<file path="config.mk">
export PLATFORM = sky130hd
export DESIGN_NAME = fetchStage
export DESIGN_NICKNAME = d
export VERILOG_FILES = /design/src/isaPkg.sv /design/src/fetchStage.sv
export SDC_FILE = /design/constraint.sdc
export NUM_CORES = 2
export LEC_CHECK = 0
export BUFFER_PORTS_ARGS = -buffer_cell sky130_fd_sc_hd__buf_2
export CAP_MARGIN = 25
export CORE_MARGIN = 4
export CORE_UTILIZATION = 40
export CTS_BUF_LIST = sky130_fd_sc_hd__clkbuf_8
export DETAILED_ROUTE_END_ITERATION = 10
export SKIP_LAST_GASP = 1
export SLEW_MARGIN = 15
export SYNTH_ARGS = -nofsm -noshare
export SYNTH_HDL_FRONTEND = slang
export SYNTH_SLANG_ARGS = --single-unit
export TNS_END_PERCENT = 5
</file>
<file path="constraint.sdc">
create_clock -name clk -period 4.32 [get_ports clk]
set_clock_uncertainty 0.2 [all_clocks]
set_input_delay 0.864 -clock clk [delete_from_list [all_inputs] [get_ports clk]]
set_output_delay 0.864 -clock clk [all_outputs]
set_load 0.03 [all_outputs]
</file>
<file path="src/isaPkg.sv">
`default_nettype none

package isaPkg;

    // Datapath and instruction width
    localparam int wordWidth = 32;

    // Register index width for a 32-entry file
    localparam int regAddrWidth = 5;

    // Primary opcodes in bits 31:26
    typedef enum logic [5:0] {
        opRType = 6'h00,
        opJ     = 6'h02,
        opBeq   = 6'h04,
        opAddi  = 6'h08,
        opLw    = 6'h23,
        opSw    = 6'h2b
    } opcodeT;

    // R-type function codes in bits 5:0
    typedef enum logic [5:0] {
        fnAdd = 6'h20,
        fnSub = 6'h22,
        fnAnd = 6'h24,
        fnOr  = 6'h25,
        fnSlt = 6'h2a
    } functT;

    // All ones ends the program
    localparam logic [wordWidth-1:0] haltWord = '1;

endpackage

`default_nettype wire

</file>
<file path="src/fetchStage.sv">
`default_nettype none

module fetchStage
    import isaPkg::*;
#(
    parameter int imemDepth = 64
) (
    input  logic                         clk,
    input  logic                         rst,
    input  logic                         imemWe,
    input  logic [$clog2(imemDepth)-1:0] imemAddr,
    input  logic [wordWidth-1:0]         imemData,
    input  logic                         running,
    input  logic                         stall,
    input  logic                         flushFront,
    input  logic                         redirect,
    input  logic [wordWidth-1:0]         redirectPc,
    output logic [wordWidth-1:0]         ifIdInstr,
    output logic [wordWidth-1:0]         ifIdPcNext
);
    localparam int addrBits = $clog2(imemDepth);

    logic [wordWidth-1:0] imem [imemDepth];
    logic [wordWidth-1:0] pc;
    logic [wordWidth-1:0] fetched;
    logic                 holdPc;

    // Word addressed, upper pc bits ignored
    assign fetched = imem[pc[addrBits-1:0]];

    // Pc freezes once decode holds the halt word
    assign holdPc = stall || (ifIdInstr == haltWord);

    // Program load port
    always_ff @(posedge clk) begin
        if (imemWe) begin
            imem[imemAddr] <= imemData;
        end
    end

    // Idle core parks at word 0
    always_ff @(posedge clk) begin
        if (rst || !running) begin
            pc <= '0;
        end else if (redirect) begin
            pc <= redirectPc;
        end else if (!holdPc) begin
            pc <= pc + 1'b1;
        end
    end

    // IF/ID, zero word decodes as a bubble
    always_ff @(posedge clk) begin
        if (rst || !running || flushFront) begin
            ifIdInstr <= '0;
        end else if (!stall) begin
            ifIdInstr <= fetched;
        end
    end

    always_ff @(posedge clk) begin
        if (!stall) begin
            ifIdPcNext <= pc + 1'b1;
        end
    end

endmodule

`default_nettype wire

</file>
==> impl_metrics.yaml <==
global_route:
  grt_pass1_wl_um: 319500
  grt_pass1_vias: 42870
  antenna_found_initial: 26
  grtUsageTotal_pct: 21.19
  overflow: 0
  grt_start_max_net_pins: 65
clock_tree:
  clock-sinks: 2144
  cts_buffer_depth: 4
  clk_latency_ns: 1.05
  htree_levels: 5
  clockRootBuffer: "clkbuf_8"
  cts_tree: "yes"
  cts_made_buffers: 359
  cts.clk_slew.worst_paths_ns: 0.07
  cts_setup_buffers: 0
synthesis:
  synth_largest_area_cell: "edfxtp_1"
  syn-num-nets: 3884
  yosys_most_used_dff: "edfxtp_1"
  avgSynthCellArea_um2: 21.67
  synthesis.area_um2: 82470
  yosysSeqAreaShare_pct: 77.29
  synth-edff-count: 2080
  synth_seq_cells: 2144
  synth_top_area_share_pct: 75.74
  synth.distinct_cells: 59
  synth_warnings: 0
  synth.area.top_cells: "edfxtp_1 76%, mux4_2 13%, mux2i_1 1.9%, dfxtp_1 1.6%, mux2_2 0.76%"
  synthArstFlopShare_pct: 0
  synth_cells: 3806
timing:
  min_period_over_period_pct: 93.50
  worst_slew_margin_rel_pct: 25.66
  hold_violations: 0
  worst_pin_slew_ns: 1.104
  max_freq_mhz: 247.6
  min_period_ns: 4.039
  setup_slack_ns: 0.2806
  setup_viol: 0
  slew_violations: 0
  rsz0062_at_grt: "no"
  finalSetupTns_ns: 0
placement:
  port_buffers: 140
  dp_slack_ns: 0.2215
  gp_congestion: 0.8801
  place_hpwl_um: 132400
  dp_cells: 6676
layout:
  final_util_pct: 46.55
  final_cell_mix: "2080 x edfxtp_1, 480 x mux4_2, 379 x clkbuf_8"
  mostFrequentLayoutCell: "edfxtp_1"
  nets: 4487
  num-fill-cells: 17010
  area.growth.synth_to_final_pct: 15.60
  drive_gt1_share_pct: 31.30
  fin_cells: 7371
detailed_routing:
  ant_nets: 0
  drt_iter0_drc: 5076
  dr.pass1.iters: 5
  vias_per_cell: 5.763
  vias: 42480
  wire_per_inst_um: 30.77
  finalWirelength_um: 226800
  drcViolationCount: 0
worst_setup_path:
  cp_max_fo: 36
  rr_worst_depth: 8
  worstPathArrival_ns: 4.82
  worst-setup-path-type: "flip-flop to flip-flop"
  crit_path_end_kind: "flip-flop"
  worstPathRequired_ns: 5.10
  start_kind: "flip-flop"
floorplan:
  dieArea_um2: 213500
  coreArea_um2: 204800
  num_rows: 166
  die_x_um: 462.1
  die_h_um: 462.1
  ios: 141
  start_util_pct: 40.27
power:
  finalPower_mw: 41.51
  irDropWorstVdd_uv: 293.2
  power_density_nw_per_um2: 435.4
  p_leak_nw: 29.81
worst_hold_path:
  hold_class: "primary input to flip-flop"
  hold_depth: 1
run_status:
  status: "finished clean"
flow_run:
  cap_violations: 0
==> area by class of cell <==
type	instances	area (um^2)	share of cell area, %
flip-flops and latches	2144	63760	66.88
multi-input cells	1434	18110	19.00
clock buffers	379	5216	5.472
repair buffers	458	3676	3.856
well taps	2688	3363	3.528
clock inverters	240	1122	1.177
inverters	12	45.04	0.04725
diodes	16	40.04	0.04200
==> final timing paths <==
kind,start,to,slack (ns)
worst min-delay path,imemData[19],imem[63][19],0.06
worst min register to register,pc[31],pc[31],0.32
worst max-delay path,ifIdInstr[30],pc[5],0.28
worst max register to register,ifIdInstr[30],pc[5],0.28
==> routing by layer <==
| layer | wire length [um] | global-route usage, % | part of all wire, % | up-vias |
|---|---|---|---|---|
| li1 | - | - | - | 17370 |
| met5 | 13 | 0 | 0.0057 | - |
| met1 | 93050 | 29.58 | 41 | 22810 |
| met2 | 105600 | 32.84 | 47 | 1939 |
| met3 | 19710 | 4.582 | 8.7 | 362 |
| met4 | 8450 | 8.074 | 3.7 | 2 |
==> metrics by stage <==
step	cell area (um^2)	hold WS, ns
finish	95330	0.06330
global route	95300	0.001868
CTS	95070	0.02724
detailed placement	88260	0.3065
global placement	88150	0.3003
floorplan	82470	0.2810
==> cell usage after synthesis, drive strengths merged (23+ instances only) <==
cell,n
mux2i,160
o21ai,98
o22ai,64
a221oi,32
a22oi,26
a21oi,33
a31oi,23
mux4,480
nor2b,26
clkbuf,114
mux2,56
nand3,42
edfxtp,2080
dfxtp,64
nand2,53
buf,102
nor2,92
==> logic make-up after synthesis <==
kind of cell             share of synthesized area [%]
flip-flops                                       77.29
multiplexers                                     15.82
AO/OA/AOI/OAI                                    3.138
AND/OR/NAND/NOR                                  2.051
buffers and inverters                            1.356
XOR/XNOR                                        0.3292
adder cells (fa/ha/maj)                        0.01517
==> repair_timing <==
action | in CTS | in global routing
gates resized for setup | 0 | 0
endpoints found under the hold margin | 40 | 12
endpoints found under the setup margin | 0 | 0
hold buffers | 47 | 3
==> state kept, by name, indices dropped and copies added, names as in the netlist <==
register / flops
ifIdInstr: 32
pc: 32
ifIdPcNext: 32
imem: 2048
==> critical path, cell delays in order (launching register included) <==
cell           delay, ns
dfxtp_1             0.84
nand4_1             0.47
nor4_1              0.41
buf_4               0.23
a21o_1              0.43
buf_4               0.40
o21ai_0             0.13
a311oi_1            0.27
dlygate4sd3_1       0.58
==> report_power, final <==
part | leakage [nW] | switching, mW | internal (mW)
Combinational | 6.83 | 1.34 | 0.802
Sequential | 19.3 | 0.104 | 23.0
Clock | 3.70 | 7.88 | 8.40
No activity file was read; power rests on OpenSTA's default activity.
