==> config.mk <==
export PLATFORM = sky130hd
export DESIGN_NAME = memoryStage_flat
export DESIGN_NICKNAME = d
export VERILOG_FILES = /design/src/isaPkg.sv /design/src/pipePkg.sv /design/src/pipeIfs.sv /design/src/memoryStage.sv /design/src/flat_wrapper.sv
export SDC_FILE = /design/constraint.sdc
export NUM_CORES = 2
export LEC_CHECK = 0
export ABC_AREA = 1
export ABC_CLOCK_PERIOD_IN_PS = 7200
export BUFFER_PORTS_ARGS = -buffer_cell sky130_fd_sc_hd__buf_2
export CELL_PAD_IN_SITES_DETAIL_PLACEMENT = 1
export CELL_PAD_IN_SITES_GLOBAL_PLACEMENT = 2
export CORE_MARGIN = 2
export CORE_UTILIZATION = 42
export CTS_CLUSTER_DIAMETER = 100
export DETAILED_ROUTE_END_ITERATION = 8
export PLACE_DENSITY_LB_ADDON = 0.08
export RECOVER_POWER = 25
export SETUP_SLACK_MARGIN = 0.1
export SKIP_LAST_GASP = 1
export SYNTH_ARGS = -nofsm -noshare
export SYNTH_HDL_FRONTEND = slang
export SYNTH_SLANG_ARGS = --single-unit
==> constraint.sdc <==
create_clock -name clk -period 7.2 [get_ports clk]
set_clock_uncertainty 0.2 [all_clocks]
set_input_delay 2.16 -clock clk [delete_from_list [all_inputs] [get_ports clk]]
set_output_delay 2.16 -clock clk [all_outputs]
set_load 0.02 [all_outputs]
==> src/isaPkg.sv <==
`default_nettype none

package isaPkg;

    // Datapath and instruction width
    localparam int wordWidth = 32;

    // Register index width for a 32-entry file
    localparam int regAddrWidth = 5;

    // Primary opcodes in bits 31:26
    typedef enum logic [5:0] {
        opRType = 6'h00,
        opJ     = 6'h02,
        opBeq   = 6'h04,
        opAddi  = 6'h08,
        opLw    = 6'h23,
        opSw    = 6'h2b
    } opcodeT;

    // R-type function codes in bits 5:0
    typedef enum logic [5:0] {
        fnAdd = 6'h20,
        fnSub = 6'h22,
        fnAnd = 6'h24,
        fnOr  = 6'h25,
        fnSlt = 6'h2a
    } functT;

    // All ones ends the program
    localparam logic [wordWidth-1:0] haltWord = '1;

endpackage

`default_nettype wire

==> src/pipePkg.sv <==
`default_nettype none

package pipePkg;

    // ALU operand source, chosen per operand
    typedef enum logic [1:0] {
        fromReg   = 2'd0,
        fromExMem = 2'd1,
        fromMemWb = 2'd2
    } fwdSelT;

    typedef enum logic [2:0] {
        aluAdd = 3'd0,
        aluSub = 3'd1,
        aluAnd = 3'd2,
        aluOr  = 3'd3,
        aluSlt = 3'd4
    } aluOpT;

    // Decoded controls, all zero is a bubble
    typedef struct packed {
        logic  regWrite;
        logic  memRead;
        logic  memWrite;
        logic  memToReg;
        logic  aluImm;
        logic  branch;
        logic  jump;
        logic  halt;
        aluOpT aluOp;
    } ctrlT;

endpackage

`default_nettype wire

==> src/pipeIfs.sv <==
`default_nettype none


// EX/MEM stage register
interface exMemIf
    import isaPkg::*, pipePkg::*;
();
    ctrlT                    ctrl;
    logic [wordWidth-1:0]    aluResult;
    logic [wordWidth-1:0]    storeData;
    logic [regAddrWidth-1:0] destIdx;

    modport producer (output ctrl, aluResult, storeData, destIdx);
    modport consumer (input ctrl, aluResult, storeData, destIdx);
    modport monitor (input ctrl, destIdx);
endinterface

// MEM/WB stage register, write data already selected
interface memWbIf
    import isaPkg::*;
();
    logic                    regWrite;
    logic [regAddrWidth-1:0] destIdx;
    logic [wordWidth-1:0]    writeData;
    logic                    halt;

    modport producer (output regWrite, destIdx, writeData, halt);
    modport consumer (input regWrite, destIdx, writeData);
    modport monitor (input regWrite, destIdx, writeData, halt);
endinterface

`default_nettype wire

==> src/memoryStage.sv <==
`default_nettype none

module memoryStage
    import isaPkg::*;
#(
    parameter int dmemDepth = 64
) (
    input  logic     clk,
    input  logic     rst,
    exMemIf.consumer exMem,
    memWbIf.producer memWb
);
    localparam int addrBits = $clog2(dmemDepth);

    logic [wordWidth-1:0] dmem [dmemDepth];
    logic [addrBits-1:0]  addr;
    logic [wordWidth-1:0] loadData;

    // Word address from the ALU result
    assign addr = exMem.aluResult[addrBits-1:0];
    assign loadData = exMem.ctrl.memRead ? dmem[addr] : '0;

    always_ff @(posedge clk) begin
        if (exMem.ctrl.memWrite) begin
            dmem[addr] <= exMem.storeData;
        end
    end

    // MEM/WB controls
    always_ff @(posedge clk) begin
        if (rst) begin
            memWb.regWrite <= 1'b0;
            memWb.halt <= 1'b0;
        end else begin
            memWb.regWrite <= exMem.ctrl.regWrite;
            memWb.halt <= exMem.ctrl.halt;
        end
    end

    // Load data or ALU result
    always_ff @(posedge clk) begin
        memWb.destIdx <= exMem.destIdx;
        memWb.writeData <= exMem.ctrl.memToReg ? loadData : exMem.aluResult;
    end

endmodule

`default_nettype wire

==> src/flat_wrapper.sv <==
// flat-port wrapper written by rule: the top's interface ports become plain ports
module memoryStage_flat import isaPkg::*;
#(
    parameter int dmemDepth = 64
)
  (clk, rst, exMem_ctrl, exMem_aluResult, exMem_storeData, exMem_destIdx, memWb_regWrite, memWb_destIdx, memWb_writeData, memWb_halt);
  exMemIf exMem_i ();
  memWbIf memWb_i ();
  input  logic clk;
  input  logic rst;
  input wire logic [$bits(exMem_i.ctrl)-1:0] exMem_ctrl;
  input wire logic [$bits(exMem_i.aluResult)-1:0] exMem_aluResult;
  input wire logic [$bits(exMem_i.storeData)-1:0] exMem_storeData;
  input wire logic [$bits(exMem_i.destIdx)-1:0] exMem_destIdx;
  output wire logic [$bits(memWb_i.regWrite)-1:0] memWb_regWrite;
  output wire logic [$bits(memWb_i.destIdx)-1:0] memWb_destIdx;
  output wire logic [$bits(memWb_i.writeData)-1:0] memWb_writeData;
  output wire logic [$bits(memWb_i.halt)-1:0] memWb_halt;
  assign exMem_i.ctrl = exMem_ctrl;
  assign exMem_i.aluResult = exMem_aluResult;
  assign exMem_i.storeData = exMem_storeData;
  assign exMem_i.destIdx = exMem_destIdx;
  assign memWb_regWrite = memWb_i.regWrite;
  assign memWb_destIdx = memWb_i.destIdx;
  assign memWb_writeData = memWb_i.writeData;
  assign memWb_halt = memWb_i.halt;
  memoryStage #(.dmemDepth(dmemDepth)) u_core (.clk(clk), .rst(rst), .exMem(exMem_i), .memWb(memWb_i));
endmodule
==> results_dict.tcl <==
set metrics [dict create \
    avgRoutedWirePerCell_um 23.6 \
    seq_area_um2 62300 \
    die_h_um 461 \
    final_core_util_pct 47.4 \
    synthAdderAreaFrac_pct 0 \
    yosysTopAreaCell "edfxtp_1" \
    holdPathEnd "u_core.memWb.writeData[25]$_DFF_P_" \
    synthXorXnorAreaFrac_pct 0 \
    period_minus_slack_ns 5.17 \
    synthMuxAreaShare_pct 0 \
    design_area_um2 98300 \
    fill_cells 22600 \
    io_buffers 114 \
    criticalPathCategory "input port to flip-flop" \
    r2r_cells 12 \
    avgSynthCellArea_um2 10.2 \
    drt_iter0_markers 4368 \
    clock_sinks 2087 \
    routed_wl_um 274000 \
    clock_latency_ns 0.88 \
    synth.distinct_cells 22 \
    numCtsBuffers 225 \
    synth_compound_area_share_pct 0.100 \
    coreArea_um2 207000 \
    fin_total_pwr_uw 26200 \
    clkTransAtPathRegs_ns 0.06 \
    via_per_inst 5.12 \
    grt_antenna_before_repair 9 \
    critPathLaunch "exMem_storeData[20]" \
    min_path_cells 12 \
    peakVddDrop_mv 0.253 \
    p_leak_uw 0.0409 \
    clockBufferDepth 3 \
    root_buffer "clkbuf_16" \
    p_int_uw 20100 \
    failed_checks "capacitance limit, slew limit" \
    max_slew_margin_pct -161 \
    cp_slowest_cell "clkbuf_1" \
    slew_violations 1524 \
    reg2reg_setup_slack_ns 4.90 \
    grtUsageTotal_pct 25.9 \
    place_area_um2 91500 \
    postRouteAntennaNets 0 \
    remaining_drc_errors 0 \
    netlist_top_cells_area "edfxtp_1 70%, nand2_1 25%, buf_2 1.1%" \
    fin_nets 8736 \
    worst_pin_slew_ns 3.91 \
    dr_total_vias 59600 \
    grt_pass1_vias 61400 \
    path_buf_inv 2 \
    p_seq_share_pct 51.4 \
    rows 167 \
    synth_area_um2 87600 \
    drive_above_1_share_pct 7.32 \
    dp_hpwl_um 147000 \
    swShare_pct 23.5 \
    setup_viol 0 \
    grt_max_degree 185 \
    power_density_nw_per_um2 267 \
    synth_fp_nets 8635 \
    cts_max_level 4 \
    endpoint_kind "flip-flop" \
    fin_crit_sh_pct 71.8 \
    cp_top_family "buffers and inverters" \
    ys_ff_latch 2087 \
    cap_violations 24 \
    synthCells 8553 \
    hold_buffers 0 \
    r2r_start "u_core.dmem[62][8]$_DFFE_PP_" \
    routabilityCongestion 0.769 \
    clockPowerShare_pct 42.3 \
    p_switching_uw 6160 \
    arrival_ns 5.05 \
    hold_class "flip-flop to flip-flop" \
    critPathLaunchType "input port" \
    crit_required_ns 7.08 \
    multi_input_comb_area_um2 23200 \
    die_width_um 461 \
    io_pins 121 \
    max_freq_mhz 193 \
    grt-ovfl-total 0 \
    min-delay-start "u_core.dmem[17][25]$_DFFE_PP_" \
    path_cells "buf_2 > clkbuf_1" \
    firstDrtPassIters 5 \
    cts-resized-gates 0 \
    grt_setup_unrepaired "no" \
    start_util_pct 42.3 \
    grt_pass1_wl_um 402000 \
    yosys.area_share.simple_pct 25.8 \
    yosysTopAreaCellShare_pct 70.2 \
    post_cts_buffers 0 \
    yosys_warnings 0 \
    fin_setup_tns_ns 0 \
    cts_tree "yes" \
    area_delta_synth_final_pct 12.3 \
    critPathMaxFanout 64 \
    hold_viol 0 \
    status "finished, violations left" \
    dieArea_um2 212000 \
    ys_seq_area_share_pct 71.1 \
    synth_top_family_by_area "simple AND/OR/NAND/NOR gates" \
    max_stage_delay_ns 2.62 \
    power_frac_comb_pct 6.3 \
    r2r_end "u_core.memWb.writeData[8]$_DFF_P_" \
]
## synthesized netlist by cell type
| master | n |
|---|---|
| buf_1 | 27 |
| buf_2 | 197 |
| buf_4 | 40 |
| buf_6 | 70 |
| clkbuf_1 | 94 |
| dfxtp_1 | 39 |
| edfxtp_1 | 2048 |
| inv_1 | 26 |
| inv_2 | 5 |
| inv_4 | 2 |
| nand2_1 | 5824 |
| nand3_1 | 11 |
| nand4_1 | 2 |
| nor2_1 | 139 |
| nor3_1 | 1 |
| nor3_2 | 7 |
| nor4_1 | 2 |
| o211ai_1 | 7 |
| o21ai_0 | 3 |
| o21ai_1 | 4 |
| or2_0 | 1 |
| or2_2 | 4 |
## sequential cells by signal, summed over array words and instances, names as in the netlist
name and cells:
u_core.dmem 2048, u_core.memWb.regWrite 1, u_core.memWb.destIdx 5, u_core.memWb.halt 1, u_core.memWb.writeData 32
## worst reg2reg max path, delay by kind of cell, from the launching register on
kind,cells,cell delay [ns]
flip-flops,1,0.35
AND/OR/NAND/NOR,12,1.63
## worst max path at each step
stage	endpoint	cells after the start	slack, ns
global placement	u_core.memWb.writeData[22]$_DFF_P_	15	1.72
CTS	u_core.memWb.writeData[16]$_DFF_P_	15	2.65
floorplan	u_core.dmem[40][0]$_DFFE_PP_	5	0.55
detailed placement	u_core.memWb.writeData[16]$_DFF_P_	15	1.71
finish	u_core.dmem[46][20]$_DFFE_PP_	2	2.03
global route	u_core.dmem[9][15]$_DFFE_PP_	2	1.94
## power by group through the flow
stage / Sequential [µW] / Clock (µW) / Combinational [µW]
2_1_floorplan: 13700 / 0 / 910
3_3_place_gp: 13700 / 0 / 1650
3_5_place_dp: 13700 / 0 / 1670
4_1_cts: 13500 / 11300 / 1680
5_1_grt: 13500 / 11800 / 1840
6_report: 13500 / 11100 / 1650
## layer usage
| layer | vias up | GRT usage [%] | wire (µm) |
|---|---|---|---|
| li1 | 27800 | - | - |
| met1 | 30300 | 34.4 | 120000 |
| met2 | 1099 | 45.1 | 136000 |
| met3 | 330 | 2.90 | 11500 |
| met4 | 0 | 6.82 | 6940 |
| met5 | - | 0 | 0 |
## cell type report
cell class	count	area share, %
Clock buffer	281	5.96
Timing Repair Buffer	302	2.30
Antenna cell	4	0.0102
Inverter	33	0.167
Sequential cell	2087	63.3
Multi-Input combinational cell	6005	23.6
Tap cell	2788	3.55
Clock inverter	130	1.12
## through the flow
step           instances  hold WS (ns)  setup slack, ns
6_report           11600         0.726             2.03
2_1_floorplan       8553         0.478            0.550
4_1_cts            11600         0.740             2.65
3_5_place_dp       11200         0.729             1.71
5_1_grt            11600         0.885             1.94
3_3_place_gp       11200         0.717             1.72
## layout by cell type (no fill, tap or decap), drive strengths merged
cell type	n
clkinv	107
edfxtp	2048
nand4	2
nand3	11
nor4	2
nor3	8
o21ai	7
buf	274
nand2	5824
dfxtp	39
nor2	139
inv	39
o211ai	7
clkinvlp	3
bufinv	14
clkbuf	309
diode	4
or2	5
## logic make-up after synthesis
logic type | count (synthesis)
compound gates | 14
buf+inv | 461
flops | 2087
simple gates | 5991
(Power assumes the default switching activity.)
