[src/isaPkg.sv]
`default_nettype none

package isaPkg;

    // Datapath and instruction width
    localparam int wordWidth = 32;

    // Register index width for a 32-entry file
    localparam int regAddrWidth = 5;

    // Primary opcodes in bits 31:26
    typedef enum logic [5:0] {
        opRType = 6'h00,
        opJ     = 6'h02,
        opBeq   = 6'h04,
        opAddi  = 6'h08,
        opLw    = 6'h23,
        opSw    = 6'h2b
    } opcodeT;

    // R-type function codes in bits 5:0
    typedef enum logic [5:0] {
        fnAdd = 6'h20,
        fnSub = 6'h22,
        fnAnd = 6'h24,
        fnOr  = 6'h25,
        fnSlt = 6'h2a
    } functT;

    // All ones ends the program
    localparam logic [wordWidth-1:0] haltWord = '1;

endpackage

`default_nettype wire

[src/pipePkg.sv]
`default_nettype none

package pipePkg;

    // ALU operand source, chosen per operand
    typedef enum logic [1:0] {
        fromReg   = 2'd0,
        fromExMem = 2'd1,
        fromMemWb = 2'd2
    } fwdSelT;

    typedef enum logic [2:0] {
        aluAdd = 3'd0,
        aluSub = 3'd1,
        aluAnd = 3'd2,
        aluOr  = 3'd3,
        aluSlt = 3'd4
    } aluOpT;

    // Decoded controls, all zero is a bubble
    typedef struct packed {
        logic  regWrite;
        logic  memRead;
        logic  memWrite;
        logic  memToReg;
        logic  aluImm;
        logic  branch;
        logic  jump;
        logic  halt;
        aluOpT aluOp;
    } ctrlT;

endpackage

`default_nettype wire

[src/pipeIfs.sv]
`default_nettype none

// ID/EX stage register
interface idExIf
    import isaPkg::*, pipePkg::*;
();
    ctrlT                    ctrl;
    logic [wordWidth-1:0]    pcNext;
    logic [wordWidth-1:0]    rsVal;
    logic [wordWidth-1:0]    rtVal;
    logic [regAddrWidth-1:0] rsIdx;
    logic [regAddrWidth-1:0] rtIdx;
    logic [wordWidth-1:0]    imm;
    logic [regAddrWidth-1:0] destIdx;
    logic [wordWidth-1:0]    jumpTarget;

    modport producer (output ctrl, pcNext, rsVal, rtVal, rsIdx, rtIdx, imm, destIdx, jumpTarget);
    modport consumer (input ctrl, pcNext, rsVal, rtVal, rsIdx, rtIdx, imm, destIdx, jumpTarget);
    // Forwarding and load-use checks
    modport monitor (input ctrl, rsIdx, rtIdx, destIdx);
endinterface


// MEM/WB stage register, write data already selected
interface memWbIf
    import isaPkg::*;
();
    logic                    regWrite;
    logic [regAddrWidth-1:0] destIdx;
    logic [wordWidth-1:0]    writeData;
    logic                    halt;

    modport producer (output regWrite, destIdx, writeData, halt);
    modport consumer (input regWrite, destIdx, writeData);
    modport monitor (input regWrite, destIdx, writeData, halt);
endinterface

`default_nettype wire

[src/decodeStage.sv]
`default_nettype none

module decodeStage
    import isaPkg::*, pipePkg::*;
(
    input  logic                 clk,
    input  logic                 rst,
    input  logic [wordWidth-1:0] ifIdInstr,
    input  logic [wordWidth-1:0] ifIdPcNext,
    input  logic                 stall,
    input  logic                 flushFront,
    idExIf.producer              idEx,
    memWbIf.consumer             memWb,
    output logic                 decHalt
);
    logic [wordWidth-1:0]    regs [32];
    logic [regAddrWidth-1:0] rs;
    logic [regAddrWidth-1:0] rt;
    logic [regAddrWidth-1:0] rd;
    logic [regAddrWidth-1:0] dest;
    ctrlT                    dec;

    assign rs = ifIdInstr[25:21];
    assign rt = ifIdInstr[20:16];
    assign rd = ifIdInstr[15:11];
    assign decHalt = (ifIdInstr == haltWord);

    // Register read with same-cycle write-back bypass
    function automatic logic [wordWidth-1:0] readReg(input logic [regAddrWidth-1:0] idx);
        logic [wordWidth-1:0] val;
        val = regs[idx];
        if (memWb.regWrite && memWb.destIdx == idx) begin
            val = memWb.writeData;
        end
        // r0 is hardwired
        if (idx == '0) begin
            val = '0;
        end
        return val;
    endfunction

    // Main decoder, unknown encodings give a bubble
    always_comb begin
        dec = '0;
        dest = rt;
        if (decHalt) begin
            dec.halt = 1'b1;
        end else begin
            case (ifIdInstr[31:26])
                opRType: begin
                    dest = rd;
                    dec.regWrite = 1'b1;
                    case (ifIdInstr[5:0])
                        fnAdd:   dec.aluOp = aluAdd;
                        fnSub:   dec.aluOp = aluSub;
                        fnAnd:   dec.aluOp = aluAnd;
                        fnOr:    dec.aluOp = aluOr;
                        fnSlt:   dec.aluOp = aluSlt;
                        default: dec.regWrite = 1'b0;
                    endcase
                end
                opAddi: begin
                    dec.regWrite = 1'b1;
                    dec.aluImm = 1'b1;
                end
                opLw: begin
                    dec.regWrite = 1'b1;
                    dec.memRead = 1'b1;
                    dec.memToReg = 1'b1;
                    dec.aluImm = 1'b1;
                end
                opSw: begin
                    dec.memWrite = 1'b1;
                    dec.aluImm = 1'b1;
                end
                // Compare by subtraction
                opBeq: begin
                    dec.branch = 1'b1;
                    dec.aluOp = aluSub;
                end
                opJ: dec.jump = 1'b1;
                default: dec = '0;
            endcase
        end
    end

    // Register file, cleared on reset
    always_ff @(posedge clk) begin
        if (rst) begin
            for (int i = 0; i < 32; i++) begin
                regs[i] <= '0;
            end
        end else if (memWb.regWrite && memWb.destIdx != '0) begin
            regs[memWb.destIdx] <= memWb.writeData;
        end
    end

    // ID/EX controls
    always_ff @(posedge clk) begin
        if (rst || stall || flushFront) begin
            idEx.ctrl <= '0;
        end else begin
            idEx.ctrl <= dec;
        end
    end

    // ID/EX payload
    always_ff @(posedge clk) begin
        idEx.pcNext <= ifIdPcNext;
        idEx.rsVal <= readReg(rs);
        idEx.rtVal <= readReg(rt);
        idEx.rsIdx <= rs;
        idEx.rtIdx <= rt;
        idEx.imm <= {{(wordWidth-16){ifIdInstr[15]}}, ifIdInstr[15:0]};
        idEx.destIdx <= dest;
        // Jump target is a plain word index
        idEx.jumpTarget <= {{(wordWidth-26){1'b0}}, ifIdInstr[25:0]};
    end

endmodule

`default_nettype wire

[src/flat_wrapper.sv]
// flat-port wrapper written by rule: the top's interface ports become plain ports
module decodeStage_flat import isaPkg::*, pipePkg::*;
  (clk, rst, ifIdInstr, ifIdPcNext, stall, flushFront, decHalt, idEx_ctrl, idEx_pcNext, idEx_rsVal, idEx_rtVal, idEx_rsIdx, idEx_rtIdx, idEx_imm, idEx_destIdx, idEx_jumpTarget, memWb_regWrite, memWb_destIdx, memWb_writeData);
  idExIf idEx_i ();
  memWbIf memWb_i ();
  input  logic clk;
  input  logic rst;
  input  logic [wordWidth-1:0] ifIdInstr;
  input  logic [wordWidth-1:0] ifIdPcNext;
  input  logic stall;
  input  logic flushFront;
  output logic decHalt;
  output wire logic [$bits(idEx_i.ctrl)-1:0] idEx_ctrl;
  output wire logic [$bits(idEx_i.pcNext)-1:0] idEx_pcNext;
  output wire logic [$bits(idEx_i.rsVal)-1:0] idEx_rsVal;
  output wire logic [$bits(idEx_i.rtVal)-1:0] idEx_rtVal;
  output wire logic [$bits(idEx_i.rsIdx)-1:0] idEx_rsIdx;
  output wire logic [$bits(idEx_i.rtIdx)-1:0] idEx_rtIdx;
  output wire logic [$bits(idEx_i.imm)-1:0] idEx_imm;
  output wire logic [$bits(idEx_i.destIdx)-1:0] idEx_destIdx;
  output wire logic [$bits(idEx_i.jumpTarget)-1:0] idEx_jumpTarget;
  input wire logic [$bits(memWb_i.regWrite)-1:0] memWb_regWrite;
  input wire logic [$bits(memWb_i.destIdx)-1:0] memWb_destIdx;
  input wire logic [$bits(memWb_i.writeData)-1:0] memWb_writeData;
  assign idEx_ctrl = idEx_i.ctrl;
  assign idEx_pcNext = idEx_i.pcNext;
  assign idEx_rsVal = idEx_i.rsVal;
  assign idEx_rtVal = idEx_i.rtVal;
  assign idEx_rsIdx = idEx_i.rsIdx;
  assign idEx_rtIdx = idEx_i.rtIdx;
  assign idEx_imm = idEx_i.imm;
  assign idEx_destIdx = idEx_i.destIdx;
  assign idEx_jumpTarget = idEx_i.jumpTarget;
  assign memWb_i.regWrite = memWb_regWrite;
  assign memWb_i.destIdx = memWb_destIdx;
  assign memWb_i.writeData = memWb_writeData;
  decodeStage u_core (.clk(clk), .rst(rst), .ifIdInstr(ifIdInstr), .ifIdPcNext(ifIdPcNext), .stall(stall), .flushFront(flushFront), .idEx(idEx_i), .memWb(memWb_i), .decHalt(decHalt));
endmodule
[config.mk]
export PLATFORM = sky130hd
export DESIGN_NAME = decodeStage_flat
export DESIGN_NICKNAME = d
export VERILOG_FILES = /design/src/isaPkg.sv /design/src/pipePkg.sv /design/src/pipeIfs.sv /design/src/decodeStage.sv /design/src/flat_wrapper.sv
export SDC_FILE = /design/constraint.sdc
export NUM_CORES = 2
export LEC_CHECK = 0
export BUFFER_PORTS_ARGS = -buffer_cell sky130_fd_sc_hd__buf_2
export CORE_MARGIN = 5
export CORE_UTILIZATION = 45
export DETAILED_ROUTE_END_ITERATION = 7
export MAX_ROUTING_LAYER = met4
export PLACE_DENSITY = 0.65
export SLEW_MARGIN = 5
export SYNTH_ARGS = -nofsm -noshare
export SYNTH_HDL_FRONTEND = slang
export SYNTH_SLANG_ARGS = --single-unit
[constraint.sdc]
create_clock -name clk -period 2.6 [get_ports clk]
set_clock_uncertainty 0.05 [all_clocks]
set_input_delay 0.13 -clock clk [delete_from_list [all_inputs] [get_ports clk]]
set_output_delay 0.13 -clock clk [all_outputs]
set_load 0.01 [all_outputs]
==> out/results.ini <==
[outcome]
run_status=finished clean

[worst_hold_path]
number_of_instances_on_the_worst_hold_path=2
type_of_the_tightest_min_delay_check=in2reg
hold_end=u_core.idEx.imm[11]
hold_path.startpoint=ifIdInstr[11]

[die]
die-width_um=372
core_area_mm2=0.130
i_o_pin_count=293
floorplan.die_area_mm2=0.138
die_h_um=372
floorplan.initialDensity=0.454
rows=132

[worst_setup_path]
regToRegStartpoint=u_core.regs[2][9]
setup.worst_path.start_class=input port
worstSetupEndpointType=output port
worst-r2r-setup-slack_ns=0.24
r2r-end=u_core.idEx.rsVal[9]
path_max_fanout=14
rr_worst_depth=7
setup.worst_path.class=in2out
cp_data_arrival_time_ns=2.38
worstPathRequired_ns=2.42

[routing]
viasPerCell=6.33
detail_route.drc_violations=0
wirelength_met1_um=78500
vias=40648
tritonroute_pass_1_iters=6
highest_layer=met4
post_detailed_route_wirelength_per_cell_um=33.3
met3RoutedLength_um=25200
finalWirelength_um=214000
detailroute.wirelength.met2_um=96800
drt_initial_violations=5915
drtAntennaViolNets=0

[sta]
max_slew.worst_pin.slew_ns=1.07
post-route-min-period_ns=2.56
report.final.setup_viol=0
totalNegativeSetupSlack_ns=0
maxSlewHeadroom=0.286
timing_max_transition_violations_final=0
rsz0062_at_grt=false
fin_crit_sh=0.983
final-hold-violation-count=0
highest_clock_rate_ghz=0.391
worst_slack_ns=0.0438
fin_hold_ws_ns=0.0395

[logic_synthesis]
syn_area_mm2=0.0589
yosysSeqAreaShare=0.569
synth_cell_types=53
edff_count_synth=1024
synth-seq-cells=1161
async_reset_ff_frac=0
synthesis.yosys.warnings=0
yosys_most_used_dff=edfxtp_1
cell_count_after_synthesis=4098
synthesis.area_per_instance_um2=14.4

[cells_and_area]
postLayoutCoreUtil=0.539
layout_cell_share_with_drive_strength_beyond_1=0.270
final_net_count=4660
synthToLayoutAreaGrowth_pct=18.9
fill_cells=10568
instances_no_fill=6418

[cts]
cts-root-to-sink-buffers=3
h-tree-depth=4
clock-sinks=1161
clock-root-buffer=clkbuf_16
clock_latency_ns=0.76
cts.reportedPaths.clkPinSlew_ns=0.06
tritoncts=done
numCtsBuffers=131

[global_routing]
number_of_global_route_vias_before_repair=40475
grt_antenna_before_repair=23
grt_pass1_wl_um=298000
global_route.overflow_total=0
largest_net_degree_at_the_start_of_global_routing=51
total_routing_resource_utilization_after_global_routing=0.314

[power]
power-per-cell-area_mw_per_mm2=665
vdd_ir_drop_max_mv=0.758
p_leak_nw=26.0

[placement]
placed_cells=6021
hpwlAfterDp_um=131000
gpl_congestion=0.895
port-buffer-count=286
pre_cts_ws_ns=-0.0195

[flow_run]
drv.max_cap_violation_count=0

## metrics by stage
stage          cell area (um2)  total power, mW
3_5_place_dp             64300             28.1
2_1_floorplan            59000             25.3
4_1_cts                  70000             46.6
3_3_place_gp             64300             28.0
5_1_grt                  70000             47.8
6_report                 70000             46.6
## how the worst max path moves through the flow
stage                     start               endpoint  slack [ns]  cells after the start
5_1_grt           ifIdInstr[16]                decHalt       0.006                      9
3_5_place_dp      ifIdInstr[21]  u_core.idEx.rsVal[28]       -0.02                      9
3_3_place_gp      ifIdInstr[21]  u_core.idEx.rsVal[28]       -0.02                      9
2_1_floorplan  memWb_destIdx[4]     u_core.regs[19][0]        0.55                      4
6_report          ifIdInstr[18]                decHalt        0.04                      8
4_1_cts           ifIdInstr[17]                decHalt       0.004                      8
## repair_timing
item / in CTS / in global routing
hold buffers: 142 / 0
gates resized for setup: 0 / 4
endpoints found under the setup margin: 0 / 1
buffers inserted: 0 / 0
endpoints found under the hold margin: 620 / 0
## kinds of logic (layout without fill, tap and decap cells)
kind of cell,after synthesis,count (layout),share of synthesized area
muxes,738,738,0.200
AOI/OAI and AO/OA,459,459,0.0604
buffers and inverters,480,1005,0.0410
xor gates and xnor gates,10,10,0.00149
other,1,54,0.0000637
and+or+nand+nor,1249,1249,0.128
DFF,1161,1161,0.569
## flip-flops by register name, indices dropped and copies added, names as in the netlist
| signal | count |
|---|---|
| u_core.idEx.ctrl | 10 |
| u_core.idEx.destIdx | 5 |
| u_core.idEx.imm | 15 |
| u_core.idEx.jumpTarget | 2 |
| u_core.idEx.pcNext | 32 |
| u_core.idEx.rsIdx | 5 |
| u_core.idEx.rsVal | 32 |
| u_core.idEx.rtIdx | 4 |
| u_core.idEx.rtVal | 32 |
| u_core.regs | 1024 |
## per-layer routing
| metal | GRT usage | vias up |
|---|---|---|
| met5 | - | - |
| met4 | 0.165 | 0 |
| met3 | 0.0759 | 594 |
| met2 | 0.472 | 2949 |
| met1 | 0.398 | 20625 |
| li1 | - | 16480 |
## where the power goes
group	leakage, nW	switching, mW	internal, mW	total, mW
sequential	10.9	0.697	21.4	22.1
clock	2.11	7.63	10.9	18.5
combinational	13.0	3.37	2.58	5.95
total	26.0	11.7	34.9	46.6
## cells in the mapped netlist (7+ instances only)
cell | instances | area, um2
nor2_1 | 49 | 184
buf_4 | 80 | 601
o22ai_1 | 56 | 350
nand3b_1 | 9 | 67.6
a311oi_1 | 8 | 70.1
mux2_2 | 13 | 146
mux2i_1 | 375 | 3750
nand4_1 | 7 | 43.8
nand2_1 | 53 | 199
and2_1 | 995 | 6220
clkbuf_1 | 297 | 1110
o221a_1 | 32 | 360
buf_6 | 27 | 304
a22o_1 | 58 | 508
or2_2 | 32 | 200
a21oi_1 | 38 | 190
nor2b_1 | 38 | 238
edfxtp_1 | 1024 | 30700
o221ai_1 | 61 | 534
buf_1 | 7 | 26.3
a22oi_1 | 95 | 713
buf_2 | 61 | 305
a211oi_1 | 95 | 713
mux4_2 | 350 | 7880
nor3_1 | 32 | 160
dfxtp_1 | 137 | 2740
## area by class of cell
| type | instances | area, um2 | share of cell area |
|---|---|---|---|
| sequential | 1161 | 33500 | 0.478 |
| multi-input combinational | 2494 | 23400 | 0.335 |
| timing repair buffer | 761 | 6590 | 0.0941 |
| clock buffer | 183 | 3790 | 0.0542 |
| tap | 1742 | 2180 | 0.0311 |
| clock inverter | 56 | 475 | 0.00679 |
| antenna | 16 | 40.0 | 0.000572 |
| inverter | 5 | 18.8 | 0.000268 |
## critical path, cell delays in order
cell and delay [ns]:
dlygate4sd3_1 0.52, buf_2 0.33, buf_4 0.33, nand3_1 0.25
nor4_1 0.29, nand4_1 0.23, inv_1 0.13, buf_2 0.14
## placed cells by master, fill, tap and decap left out, types with 6 or more instances in the layout
cell type      Yosys  routed
o221a_1           32      32
nor2_1            49      18
nand3b_1           9       9
o221ai_1          61      61
mux4_2           350     350
bufinv_16          0       7
a22oi_1           95      95
clkbuf_16          0     140
clkinv_1           0      16
clkbuf_8           0      14
a22o_1            58      58
and2_1           995     993
buf_12             1      94
clkbuf_1         297      30
nor3_1            32      31
dlygate4sd3_1      0     142
diode_2            0      16
nand2_1           53      52
a311oi_1           8       8
dfxtp_1          137     137
xor2_1             6       6
edfxtp_1        1024    1024
a211oi_1          95      95
conb_1             1      38
buf_4             80     242
mux2i_1          375     375
nor2_4             0      31
or2_2             32      32
nand3_1            6       6
o22ai_1           56      56
mux2_2            13      13
nor2b_1           38      34
buf_2             61     278
a21oi_1           38      38
nand4_1            7       7
clkinv_2           0      24
Note: power is estimated with default switching activity, not from simulation.
