File: config.mk
export PLATFORM = sky130hd
export DESIGN_NAME = executeStage_flat
export DESIGN_NICKNAME = d
export VERILOG_FILES = /design/src/isaPkg.sv /design/src/pipePkg.sv /design/src/pipeIfs.sv /design/src/executeStage.sv /design/src/flat_wrapper.sv
export SDC_FILE = /design/constraint.sdc
export NUM_CORES = 1
export LEC_CHECK = 0
export ABC_AREA = 0
export BUFFER_PORTS_ARGS = -buffer_cell sky130_fd_sc_hd__buf_2
export CAP_MARGIN = 15
export CORE_MARGIN = 10
export CORE_UTILIZATION = 35
export CTS_BUF_LIST = sky130_fd_sc_hd__clkbuf_16
export CTS_CLUSTER_SIZE = 24
export DETAILED_ROUTE_END_ITERATION = 10
export PLACE_DENSITY_LB_ADDON = 0.15
export SYNTH_ARGS = -nofsm -noshare
export SYNTH_HDL_FRONTEND = slang
export SYNTH_SLANG_ARGS = --single-unit
File: constraint.sdc
create_clock -name clk -period 5.6 [get_ports clk]
set_clock_uncertainty 0.15 [all_clocks]
set_input_delay 0.56 -clock clk [delete_from_list [all_inputs] [get_ports clk]]
set_output_delay 0.56 -clock clk [all_outputs]
set_load 0.01 [all_outputs]
File: src/isaPkg.sv
`default_nettype none

package isaPkg;

    // Datapath and instruction width
    localparam int wordWidth = 32;

    // Register index width for a 32-entry file
    localparam int regAddrWidth = 5;

    // Primary opcodes in bits 31:26
    typedef enum logic [5:0] {
        opRType = 6'h00,
        opJ     = 6'h02,
        opBeq   = 6'h04,
        opAddi  = 6'h08,
        opLw    = 6'h23,
        opSw    = 6'h2b
    } opcodeT;

    // R-type function codes in bits 5:0
    typedef enum logic [5:0] {
        fnAdd = 6'h20,
        fnSub = 6'h22,
        fnAnd = 6'h24,
        fnOr  = 6'h25,
        fnSlt = 6'h2a
    } functT;

    // All ones ends the program
    localparam logic [wordWidth-1:0] haltWord = '1;

endpackage

`default_nettype wire

File: src/pipePkg.sv
`default_nettype none

package pipePkg;

    // ALU operand source, chosen per operand
    typedef enum logic [1:0] {
        fromReg   = 2'd0,
        fromExMem = 2'd1,
        fromMemWb = 2'd2
    } fwdSelT;

    typedef enum logic [2:0] {
        aluAdd = 3'd0,
        aluSub = 3'd1,
        aluAnd = 3'd2,
        aluOr  = 3'd3,
        aluSlt = 3'd4
    } aluOpT;

    // Decoded controls, all zero is a bubble
    typedef struct packed {
        logic  regWrite;
        logic  memRead;
        logic  memWrite;
        logic  memToReg;
        logic  aluImm;
        logic  branch;
        logic  jump;
        logic  halt;
        aluOpT aluOp;
    } ctrlT;

endpackage

`default_nettype wire

File: src/pipeIfs.sv
`default_nettype none

// ID/EX stage register
interface idExIf
    import isaPkg::*, pipePkg::*;
();
    ctrlT                    ctrl;
    logic [wordWidth-1:0]    pcNext;
    logic [wordWidth-1:0]    rsVal;
    logic [wordWidth-1:0]    rtVal;
    logic [regAddrWidth-1:0] rsIdx;
    logic [regAddrWidth-1:0] rtIdx;
    logic [wordWidth-1:0]    imm;
    logic [regAddrWidth-1:0] destIdx;
    logic [wordWidth-1:0]    jumpTarget;

    modport producer (output ctrl, pcNext, rsVal, rtVal, rsIdx, rtIdx, imm, destIdx, jumpTarget);
    modport consumer (input ctrl, pcNext, rsVal, rtVal, rsIdx, rtIdx, imm, destIdx, jumpTarget);
    // Forwarding and load-use checks
    modport monitor (input ctrl, rsIdx, rtIdx, destIdx);
endinterface

// EX/MEM stage register
interface exMemIf
    import isaPkg::*, pipePkg::*;
();
    ctrlT                    ctrl;
    logic [wordWidth-1:0]    aluResult;
    logic [wordWidth-1:0]    storeData;
    logic [regAddrWidth-1:0] destIdx;

    modport producer (output ctrl, aluResult, storeData, destIdx);
    modport consumer (input ctrl, aluResult, storeData, destIdx);
    modport monitor (input ctrl, destIdx);
endinterface

// MEM/WB stage register, write data already selected
interface memWbIf
    import isaPkg::*;
();
    logic                    regWrite;
    logic [regAddrWidth-1:0] destIdx;
    logic [wordWidth-1:0]    writeData;
    logic                    halt;

    modport producer (output regWrite, destIdx, writeData, halt);
    modport consumer (input regWrite, destIdx, writeData);
    modport monitor (input regWrite, destIdx, writeData, halt);
endinterface

`default_nettype wire

File: src/executeStage.sv
`default_nettype none

module executeStage
    import isaPkg::*, pipePkg::*;
(
    input  logic                 clk,
    input  logic                 rst,
    input  fwdSelT               fwdA,
    input  fwdSelT               fwdB,
    idExIf.consumer              idEx,
    memWbIf.monitor              memWb,
    exMemIf.producer             exMem,
    output logic                 redirect,
    output logic [wordWidth-1:0] redirectPc
);
    logic [wordWidth-1:0] opA;
    logic [wordWidth-1:0] opB;
    logic [wordWidth-1:0] aluB;
    logic [wordWidth-1:0] aluResult;
    logic                 taken;

    // Forwarding mux for one operand
    function automatic logic [wordWidth-1:0] pickOperand(
        input fwdSelT               sel,
        input logic [wordWidth-1:0] regVal,
        input logic [wordWidth-1:0] exMemVal,
        input logic [wordWidth-1:0] memWbVal
    );
        case (sel)
            fromExMem: return exMemVal;
            fromMemWb: return memWbVal;
            default:   return regVal;
        endcase
    endfunction

    assign opA = pickOperand(fwdA, idEx.rsVal, exMem.aluResult, memWb.writeData);
    assign opB = pickOperand(fwdB, idEx.rtVal, exMem.aluResult, memWb.writeData);
    assign aluB = idEx.ctrl.aluImm ? idEx.imm : opB;

    always_comb begin
        case (idEx.ctrl.aluOp)
            aluSub:  aluResult = opA - aluB;
            aluAnd:  aluResult = opA & aluB;
            aluOr:   aluResult = opA | aluB;
            // Signed compare
            aluSlt:  aluResult = {{(wordWidth-1){1'b0}}, $signed(opA) < $signed(aluB)};
            default: aluResult = opA + aluB;
        endcase
    end

    // Branch resolves on forwarded operands
    assign taken = idEx.ctrl.branch && (opA == opB);
    assign redirect = taken || idEx.ctrl.jump;
    assign redirectPc = idEx.ctrl.jump ? idEx.jumpTarget : idEx.pcNext + idEx.imm;

    always_ff @(posedge clk) begin
        if (rst) begin
            exMem.ctrl <= '0;
        end else begin
            exMem.ctrl <= idEx.ctrl;
        end
    end

    // Store data follows the forwarded rt value
    always_ff @(posedge clk) begin
        exMem.aluResult <= aluResult;
        exMem.storeData <= opB;
        exMem.destIdx <= idEx.destIdx;
    end

endmodule

`default_nettype wire

File: src/flat_wrapper.sv
// flat-port wrapper written by rule: the top's interface ports become plain ports
module executeStage_flat import isaPkg::*, pipePkg::*;
  (clk, rst, fwdA, fwdB, redirect, redirectPc, idEx_ctrl, idEx_pcNext, idEx_rsVal, idEx_rtVal, idEx_rsIdx, idEx_rtIdx, idEx_imm, idEx_destIdx, idEx_jumpTarget, memWb_regWrite, memWb_destIdx, memWb_writeData, memWb_halt, exMem_ctrl, exMem_aluResult, exMem_storeData, exMem_destIdx);
  idExIf idEx_i ();
  memWbIf memWb_i ();
  exMemIf exMem_i ();
  input  logic clk;
  input  logic rst;
  input  fwdSelT fwdA;
  input  fwdSelT fwdB;
  output logic redirect;
  output logic [wordWidth-1:0] redirectPc;
  input wire logic [$bits(idEx_i.ctrl)-1:0] idEx_ctrl;
  input wire logic [$bits(idEx_i.pcNext)-1:0] idEx_pcNext;
  input wire logic [$bits(idEx_i.rsVal)-1:0] idEx_rsVal;
  input wire logic [$bits(idEx_i.rtVal)-1:0] idEx_rtVal;
  input wire logic [$bits(idEx_i.rsIdx)-1:0] idEx_rsIdx;
  input wire logic [$bits(idEx_i.rtIdx)-1:0] idEx_rtIdx;
  input wire logic [$bits(idEx_i.imm)-1:0] idEx_imm;
  input wire logic [$bits(idEx_i.destIdx)-1:0] idEx_destIdx;
  input wire logic [$bits(idEx_i.jumpTarget)-1:0] idEx_jumpTarget;
  input wire logic [$bits(memWb_i.regWrite)-1:0] memWb_regWrite;
  input wire logic [$bits(memWb_i.destIdx)-1:0] memWb_destIdx;
  input wire logic [$bits(memWb_i.writeData)-1:0] memWb_writeData;
  input wire logic [$bits(memWb_i.halt)-1:0] memWb_halt;
  output wire logic [$bits(exMem_i.ctrl)-1:0] exMem_ctrl;
  output wire logic [$bits(exMem_i.aluResult)-1:0] exMem_aluResult;
  output wire logic [$bits(exMem_i.storeData)-1:0] exMem_storeData;
  output wire logic [$bits(exMem_i.destIdx)-1:0] exMem_destIdx;
  assign idEx_i.ctrl = idEx_ctrl;
  assign idEx_i.pcNext = idEx_pcNext;
  assign idEx_i.rsVal = idEx_rsVal;
  assign idEx_i.rtVal = idEx_rtVal;
  assign idEx_i.rsIdx = idEx_rsIdx;
  assign idEx_i.rtIdx = idEx_rtIdx;
  assign idEx_i.imm = idEx_imm;
  assign idEx_i.destIdx = idEx_destIdx;
  assign idEx_i.jumpTarget = idEx_jumpTarget;
  assign memWb_i.regWrite = memWb_regWrite;
  assign memWb_i.destIdx = memWb_destIdx;
  assign memWb_i.writeData = memWb_writeData;
  assign memWb_i.halt = memWb_halt;
  assign exMem_ctrl = exMem_i.ctrl;
  assign exMem_aluResult = exMem_i.aluResult;
  assign exMem_storeData = exMem_i.storeData;
  assign exMem_destIdx = exMem_i.destIdx;
  executeStage u_core (.clk(clk), .rst(rst), .fwdA(fwdA), .fwdB(fwdB), .idEx(idEx_i), .memWb(memWb_i), .exMem(exMem_i), .redirect(redirect), .redirectPc(redirectPc));
endmodule
==> flow_metrics.tcl, run 1 <==
set metrics [dict create \
    status "finished, final reports clean" \
    die_width_um 194.7 \
    pin_count_of_the_biggest_net_entering_global_routing 68 \
    drc_errors 0 \
    gp_routability_congestion 0.9322 \
    power_per_cell_area_nw_per_um2 272.2 \
    hold_violations 0 \
    tritoncts_clock_tree "done" \
    timing_worst_setup_path_type "input pin to register" \
    post_route_cells_drive_above_1_share 0.2276 \
    p_leak_nw 6.453 \
    grt_usage 0.2372 \
    num_rows 63 \
    detail_route.iter0.violations 1022 \
    totalNegativeSetupSlack_ns 0 \
    floorplan.die_area_um2 37910 \
    cts_setup_buffers 0 \
    endpoint_kind "register" \
    wire_length_of_the_first_global_routing_pass_um 71950 \
    top_level_ports 344 \
    rsz0062_at_grt "false" \
    layout_worst_path_cycle_share 0.8647 \
    ir_worst_vdd_v 0.0001593 \
    ctsRootBufferMaster "sky130_fd_sc_hd__clkbuf_16" \
    totalWireLength_um 48220 \
    synth_top_flop_cell "sky130_fd_sc_hd__dfxtp_1" \
    stdcell_area_um2 12920 \
    cts_repair_resize_count 0 \
    final_layout_net_count 2157 \
    final_max_slew_viol_count 0 \
    worst-slew-pin-transition_ns 0.9931 \
    cts-htree-levels 3 \
    place_hpwl_um 39610 \
    effective_utilization_at_floorplan 0.3575 \
    slew_headroom 0.3379 \
    grt_overflow 0 \
    total_power_mw 3.516 \
    share_of_the_yosys_chip_area_belonging_to_registers 0.1499 \
    crit_fanout 13 \
    worst_hold_path_type "input pin to register" \
    die_height_um 194.7 \
    syn-num-nets 1890 \
    worstSkewPairLatency_ns 0.37 \
    vias_per_cell 5.609 \
    post_synth_edffs 0 \
    drtPass1Iterations 5 \
    ant_nets 0 \
    worstSetupStartpointType "input pin" \
    max_cap_viol_count 0 \
    ys_ff_latch 80 \
    finalWorstPathRequiredPeriod_ns 4.842 \
    syn-instance-count 1525 \
    route.vias.total 12278 \
    setup_violations 0 \
    numCtsBuffers 9 \
    first_global_vias 12060 \
    synth-warning-count 0 \
    asyncSetResetFlopFracSynth 0 \
    postSynthAreaPerCell_um2 7.004 \
    cts-hold-fix-buffers 0 \
    worst_setup_hold_path_clk_slew_ns 0.08 \
    area.growth.synth_to_final_pct 20.93 \
    core_area_um2 29870 \
    io_buffers 326 \
    clockBufferDepth 2 \
    critical_path_rt_ns 5.76 \
    wire_per_inst_um 22.03 \
    crit_arrival_ns 5.00 \
    place.detailed.instances 2171 \
    post_dp_cell_area_um2 12580 \
    cts.sink_count 80 \
    timing.fmax_ghz 0.2065 \
    synth_cell_types 98 \
    nFillCells 3163 \
    finalNonFillerCells 2189 \
    post_synth_instance_area_um2 10680 \
    antenna_found_initial 5 \
]
## cell families after synthesis
group	after synthesis	share of synthesized area
AO/OA/AOI/OAI	563	0.3506
AND/OR/NAND/NOR	428	0.1841
buffers and inverters	246	0.09465
adder cells (fa/ha/maj)	134	0.1591
flip-flops	80	0.1499
XOR/XNOR	68	0.05576
multiplexers	6	0.005857
## final cells by class
class,count,area (um^2),area share
antenna,2,5.005,0.0003874
clock buffer,9,225.2,0.01744
clock inverter,7,111.4,0.008621
inverter,150,563.0,0.04359
multi-input combinational,1199,8084,0.6258
sequential,80,1602,0.1240
tap,390,488.0,0.03778
timing repair buffer,352,1839,0.1424
## power by group
part           switching (mW)  internal [mW]
combinational            1.26          0.759
clock                   0.305          0.401
sequential              0.102          0.686
total                    1.67           1.85
## synth_stat cells, types with 17 or more instances
master	instances	area, um^2
sky130_fd_sc_hd__a21oi_1	149	745.7
sky130_fd_sc_hd__nor2_1	147	551.8
sky130_fd_sc_hd__inv_1	145	544.3
sky130_fd_sc_hd__nand2_1	144	540.5
sky130_fd_sc_hd__ha_1	131	1639
sky130_fd_sc_hd__o21ai_0	98	490.5
sky130_fd_sc_hd__dfxtp_1	80	1602
sky130_fd_sc_hd__a22oi_1	69	518.0
sky130_fd_sc_hd__clkbuf_1	66	247.7
sky130_fd_sc_hd__xor2_1	37	324.1
sky130_fd_sc_hd__xnor2_1	31	271.5
sky130_fd_sc_hd__a21o_1	27	202.7
sky130_fd_sc_hd__nor2b_1	22	137.6
sky130_fd_sc_hd__nor3_1	21	105.1
sky130_fd_sc_hd__o21a_1	21	157.7
sky130_fd_sc_hd__o21ai_1	19	95.09
sky130_fd_sc_hd__o21bai_1	19	142.6
sky130_fd_sc_hd__nand2b_1	17	106.4
## placed cells by master, fill, tap and decap left out, drive strengths merged, types with 5 or more instances in the layout
master / n
dfxtp: 80
a221o: 11
a21o: 28
o211ai: 17
buf: 352
o21bai: 20
a21oi: 153
and3: 7
nor2b: 23
xnor2: 31
nand4: 8
inv: 153
a31oi: 11
a211oi: 17
nand2: 144
a22oi: 69
o21a: 21
xor2: 37
or2: 5
nand2b: 17
clkbuf: 9
nand3: 15
a211o: 5
ha: 131
o22ai: 15
nor4: 15
o31ai: 5
o221ai: 14
a31o: 5
a221oi: 14
o21ai: 118
nor3: 21
nor2: 147
## critical path: stages
cell and delay (ns):
sky130_fd_sc_hd__buf_2 0.11, sky130_fd_sc_hd__inv_1 0.05, sky130_fd_sc_hd__ha_1 0.46, sky130_fd_sc_hd__a22oi_1 0.22, sky130_fd_sc_hd__o21a_1 0.23, sky130_fd_sc_hd__o21ai_0 0.18
sky130_fd_sc_hd__buf_4 0.17, sky130_fd_sc_hd__ha_1 0.18, sky130_fd_sc_hd__inv_1 0.07, sky130_fd_sc_hd__fa_1 0.46, sky130_fd_sc_hd__and2b_4 0.19, sky130_fd_sc_hd__o21ai_1 0.26
sky130_fd_sc_hd__a21oi_2 0.16, sky130_fd_sc_hd__a211oi_2 0.38, sky130_fd_sc_hd__o21bai_2 0.19, sky130_fd_sc_hd__o2111ai_1 0.34, sky130_fd_sc_hd__a31oi_1 0.20, sky130_fd_sc_hd__a31oi_1 0.40
sky130_fd_sc_hd__o311a_1 0.19
## stage by stage
step / hold slack (ns) / setup slack, ns / util
3_5_place_dp: 0.5016 / 0.4669 / 0.4209
5_1_grt: 0.1268 / 0.5185 / 0.4324
6_report: 0.1365 / 0.7578 / 0.4324
3_3_place_gp: 0.5057 / 0.5034 / 0.4209
2_1_floorplan: 0.4377 / 1.206 / -
4_1_cts: 0.1255 / 0.8426 / 0.4322
## sequential cells by signal, summed over array words and instances, names as in the netlist
register                cells
u_core.exMem.aluResult     32
u_core.exMem.storeData     32
u_core.exMem.ctrl          11
u_core.exMem.destIdx        5
## metal layers
layer	vias to the layer above	GRT usage	share of wire
li1	5956	-	-
met1	5747	0.2927	0.43
met2	504	0.3928	0.47
met3	67	0.05731	0.074
met4	4	0.08319	0.032
met5	-	0	0.00039
## final timing paths
kind	from	end	slack [ns]	cells after the start
setup / recovery	fwdB[1]	u_core.exMem.aluResult[0]$_DFF_P_	0.76	19
hold / removal	idEx_destIdx[0]	u_core.exMem.destIdx[0]$_DFF_P_	0.14	1
setup reg to reg	u_core.exMem.aluResult[0]$_DFF_P_	u_core.exMem.aluResult[0]$_DFF_P_	1.17	15
hold reg to reg	u_core.exMem.aluResult[12]$_DFF_P_	u_core.exMem.storeData[12]$_DFF_P_	0.52	4
(Power assumes the default switching activity.)
==> inputs of run 2 (changes only) <==
--- a/config.mk
+++ b/config.mk
@@ -14,6 +14,8 @@
 export CTS_CLUSTER_SIZE = 24
 export DETAILED_ROUTE_END_ITERATION = 10
 export PLACE_DENSITY_LB_ADDON = 0.15
+export REMOVE_ABC_BUFFERS = 1
+export SETUP_SLACK_MARGIN = 0.05
 export SYNTH_ARGS = -nofsm -noshare
 export SYNTH_HDL_FRONTEND = slang
 export SYNTH_SLANG_ARGS = --single-unit
==> flow_metrics.tcl, run 2 (synthesis gave the netlist of run 1 again) <==
set metrics [dict create \
    status "finished, final reports clean" \
    detail_route.iter0.violations 847 \
    totalWireLength_um 47220 \
    worst_path_dominant_cell_family "compound AO/OA/AOI/OAI gates" \
    post_route_cells_drive_above_1_share 0.2250 \
    worstSetupStartpointType "input pin" \
    setup_violations 0 \
    route.vias.total 12090 \
    place_hpwl_um 38030 \
    layout_worst_path_cycle_share 0.8260 \
    worstSkewPairLatency_ns 0.38 \
    first_global_vias 11752 \
    crit_fanout 27 \
    worst-slew-pin-transition_ns 1.086 \
    finalWorstPathRequiredPeriod_ns 4.626 \
    crit_path_max_incr_delay_ns 0.65 \
    finalNonFillerCells 2184 \
    timing_worst_setup_path_type "input pin to register" \
    pre_cts_ws_ns 0.6414 \
    wire_per_inst_um 21.62 \
    top_level_ports 344 \
    reg2reg_from "u_core.exMem.aluResult[0]$_DFF_P_" \
    crit_arrival_ns 4.81 \
    rsz0062_at_grt "false" \
    worst_setup_hold_path_clk_slew_ns 0.07 \
    timing.reg2reg.worst_path_depth 15 \
    hold-path-cell-count 1 \
    drtPass1Iterations 5 \
    timing.critical_path.buf_inv 3 \
    floorplan.die_area_um2 37910 \
    drc_errors 0 \
    gp_routability_congestion 0.9521 \
    max_cap_viol_count 0 \
    ctsRootBufferMaster "sky130_fd_sc_hd__clkbuf_16" \
    tritoncts_clock_tree "done" \
    clockBufferDepth 2 \
    hold_violations 0 \
    area.growth.synth_to_final_pct 20.11 \
    antenna_found_initial 2 \
    endpoint_kind "register" \
    final_layout_net_count 2153 \
    cts-htree-levels 3 \
    die_height_um 194.7 \
    numCtsBuffers 9 \
    io_buffers 326 \
    totalNegativeSetupSlack_ns 0 \
    worst_hold_path_type "input pin to register" \
    layout_common_cells "326 x sky130_fd_sc_hd__buf_2, 149 x sky130_fd_sc_hd__a21oi_1, 147 x sky130_fd_sc_hd__nor2_1, 145 x sky130_fd_sc_hd__inv_1, 144 x sky130_fd_sc_hd__nand2_1" \
    num_rows 63 \
    cts.sink_count 80 \
    pin_count_of_the_biggest_net_entering_global_routing 44 \
    crit_chain "buf_2, inv_1, ha_2, nor2_1, a21oi_1, ha_1, inv_1, fa_1, and2b_4, o21ai_1, a21oi_2, a211oi_2, o21bai_2, o2111ai_1, a31oi_1, a31oi_1, o311a_1" \
    final_max_slew_viol_count 0 \
    cts_setup_buffers 0 \
    core_area_um2 29870 \
    grt_usage 0.2333 \
    cts_repair_resize_count 0 \
    finish.utilization 0.4295 \
    vias_per_cell 5.536 \
    timing.reg2reg.setup_slack_ns 1.38 \
    timing.fmax_ghz 0.2162 \
    critical_path_rt_ns 5.78 \
    nFillCells 3265 \
    wire_length_of_the_first_global_routing_pass_um 69920 \
    slew_headroom 0.2756 \
    min-delay-start "idEx_destIdx[0]" \
    effective_utilization_at_floorplan 0.3575 \
    ant_nets 0 \
    reg_top3 "u_core.exMem.aluResult (32), u_core.exMem.storeData (32), u_core.exMem.ctrl (11)" \
    ir_worst_vdd_v 0.0001732 \
    cts-hold-fix-buffers 0 \
    grt_overflow 0 \
    worstReg2RegEnd "u_core.exMem.aluResult[0]$_DFF_P_" \
    hold_path_end "u_core.exMem.destIdx[0]$_DFF_P_" \
    p_leak_nw 6.400 \
    final_common_cell "sky130_fd_sc_hd__buf_2" \
    place.detailed.instances 2167 \
    final.setup.worst_slack_ns 0.9744 \
    critical-path-slowest-cell "sky130_fd_sc_hd__ha_2" \
    die_width_um 194.7 \
    power_per_cell_area_nw_per_um2 263.6 \
]
run 2: how the worst max path moves through the flow:
| stage | start | end | slack [ns] | cells past startpoint |
|---|---|---|---|---|
| finish | fwdA[0] | u_core.exMem.aluResult[0]$_DFF_P_ | 0.97 | 17 |
| global route | fwdB[0] | u_core.exMem.aluResult[0]$_DFF_P_ | 0.69 | 16 |
| CTS | fwdA[0] | u_core.exMem.aluResult[0]$_DFF_P_ | 1.04 | 17 |
| detailed placement | fwdA[0] | u_core.exMem.aluResult[0]$_DFF_P_ | 0.64 | 17 |
| global placement | fwdA[0] | u_core.exMem.aluResult[0]$_DFF_P_ | 0.69 | 17 |
| floorplan | fwdB[0] | u_core.exMem.aluResult[28]$_DFF_P_ | 0.71 | 17 |
run 2: cell type report:
cell class	count	area, um^2	area share
Clock inverter	5	58.81	0.004584
Clock buffer	9	225.2	0.01755
Antenna cell	3	7.507	0.0005851
Multi-Input combinational cell	1199	8089	0.6305
Tap cell	390	488.0	0.03803
Timing Repair Buffer	348	1797	0.1400
Inverter	150	563.0	0.04389
Sequential cell	80	1602	0.1248
run 2: report_power, final:
group | switching, mW | leakage [nW] | total [mW] | internal, mW
logic | 1.24 | 5.59 | 2.00 | 0.753
registers | 0.0752 | 0.672 | 0.762 | 0.687
clock network | 0.283 | 0.134 | 0.624 | 0.341
run 2: worst reg2reg max path, delay by kind of cell (launching register included):
family                   cells  cell delay, ns
adder cells (fa/ha/maj)      2            0.72
AO/OA/AOI/OAI               11            2.67
AND/OR/NAND/NOR              1            0.19
flip-flops                   1            0.38
buffers and inverters        1            0.06
run 2: routing by layer:
layer / GRT usage / share of wire
met4: 0.07382 / 0.029
met5: 0 / 0
met1: 0.2922 / 0.44
met3: 0.05627 / 0.066
met2: 0.3845 / 0.46
run 2: metrics by stage:
stage	power, mW	area [um^2]	hold WS [ns]
final	3.381	12830	0.1271
after detailed placement	2.742	12540	0.4750
after CTS	3.388	12820	0.1125
after floorplan	2.026	10230	0.4377
after global routing	3.622	12820	0.1186
after global placement	2.736	12540	0.4812
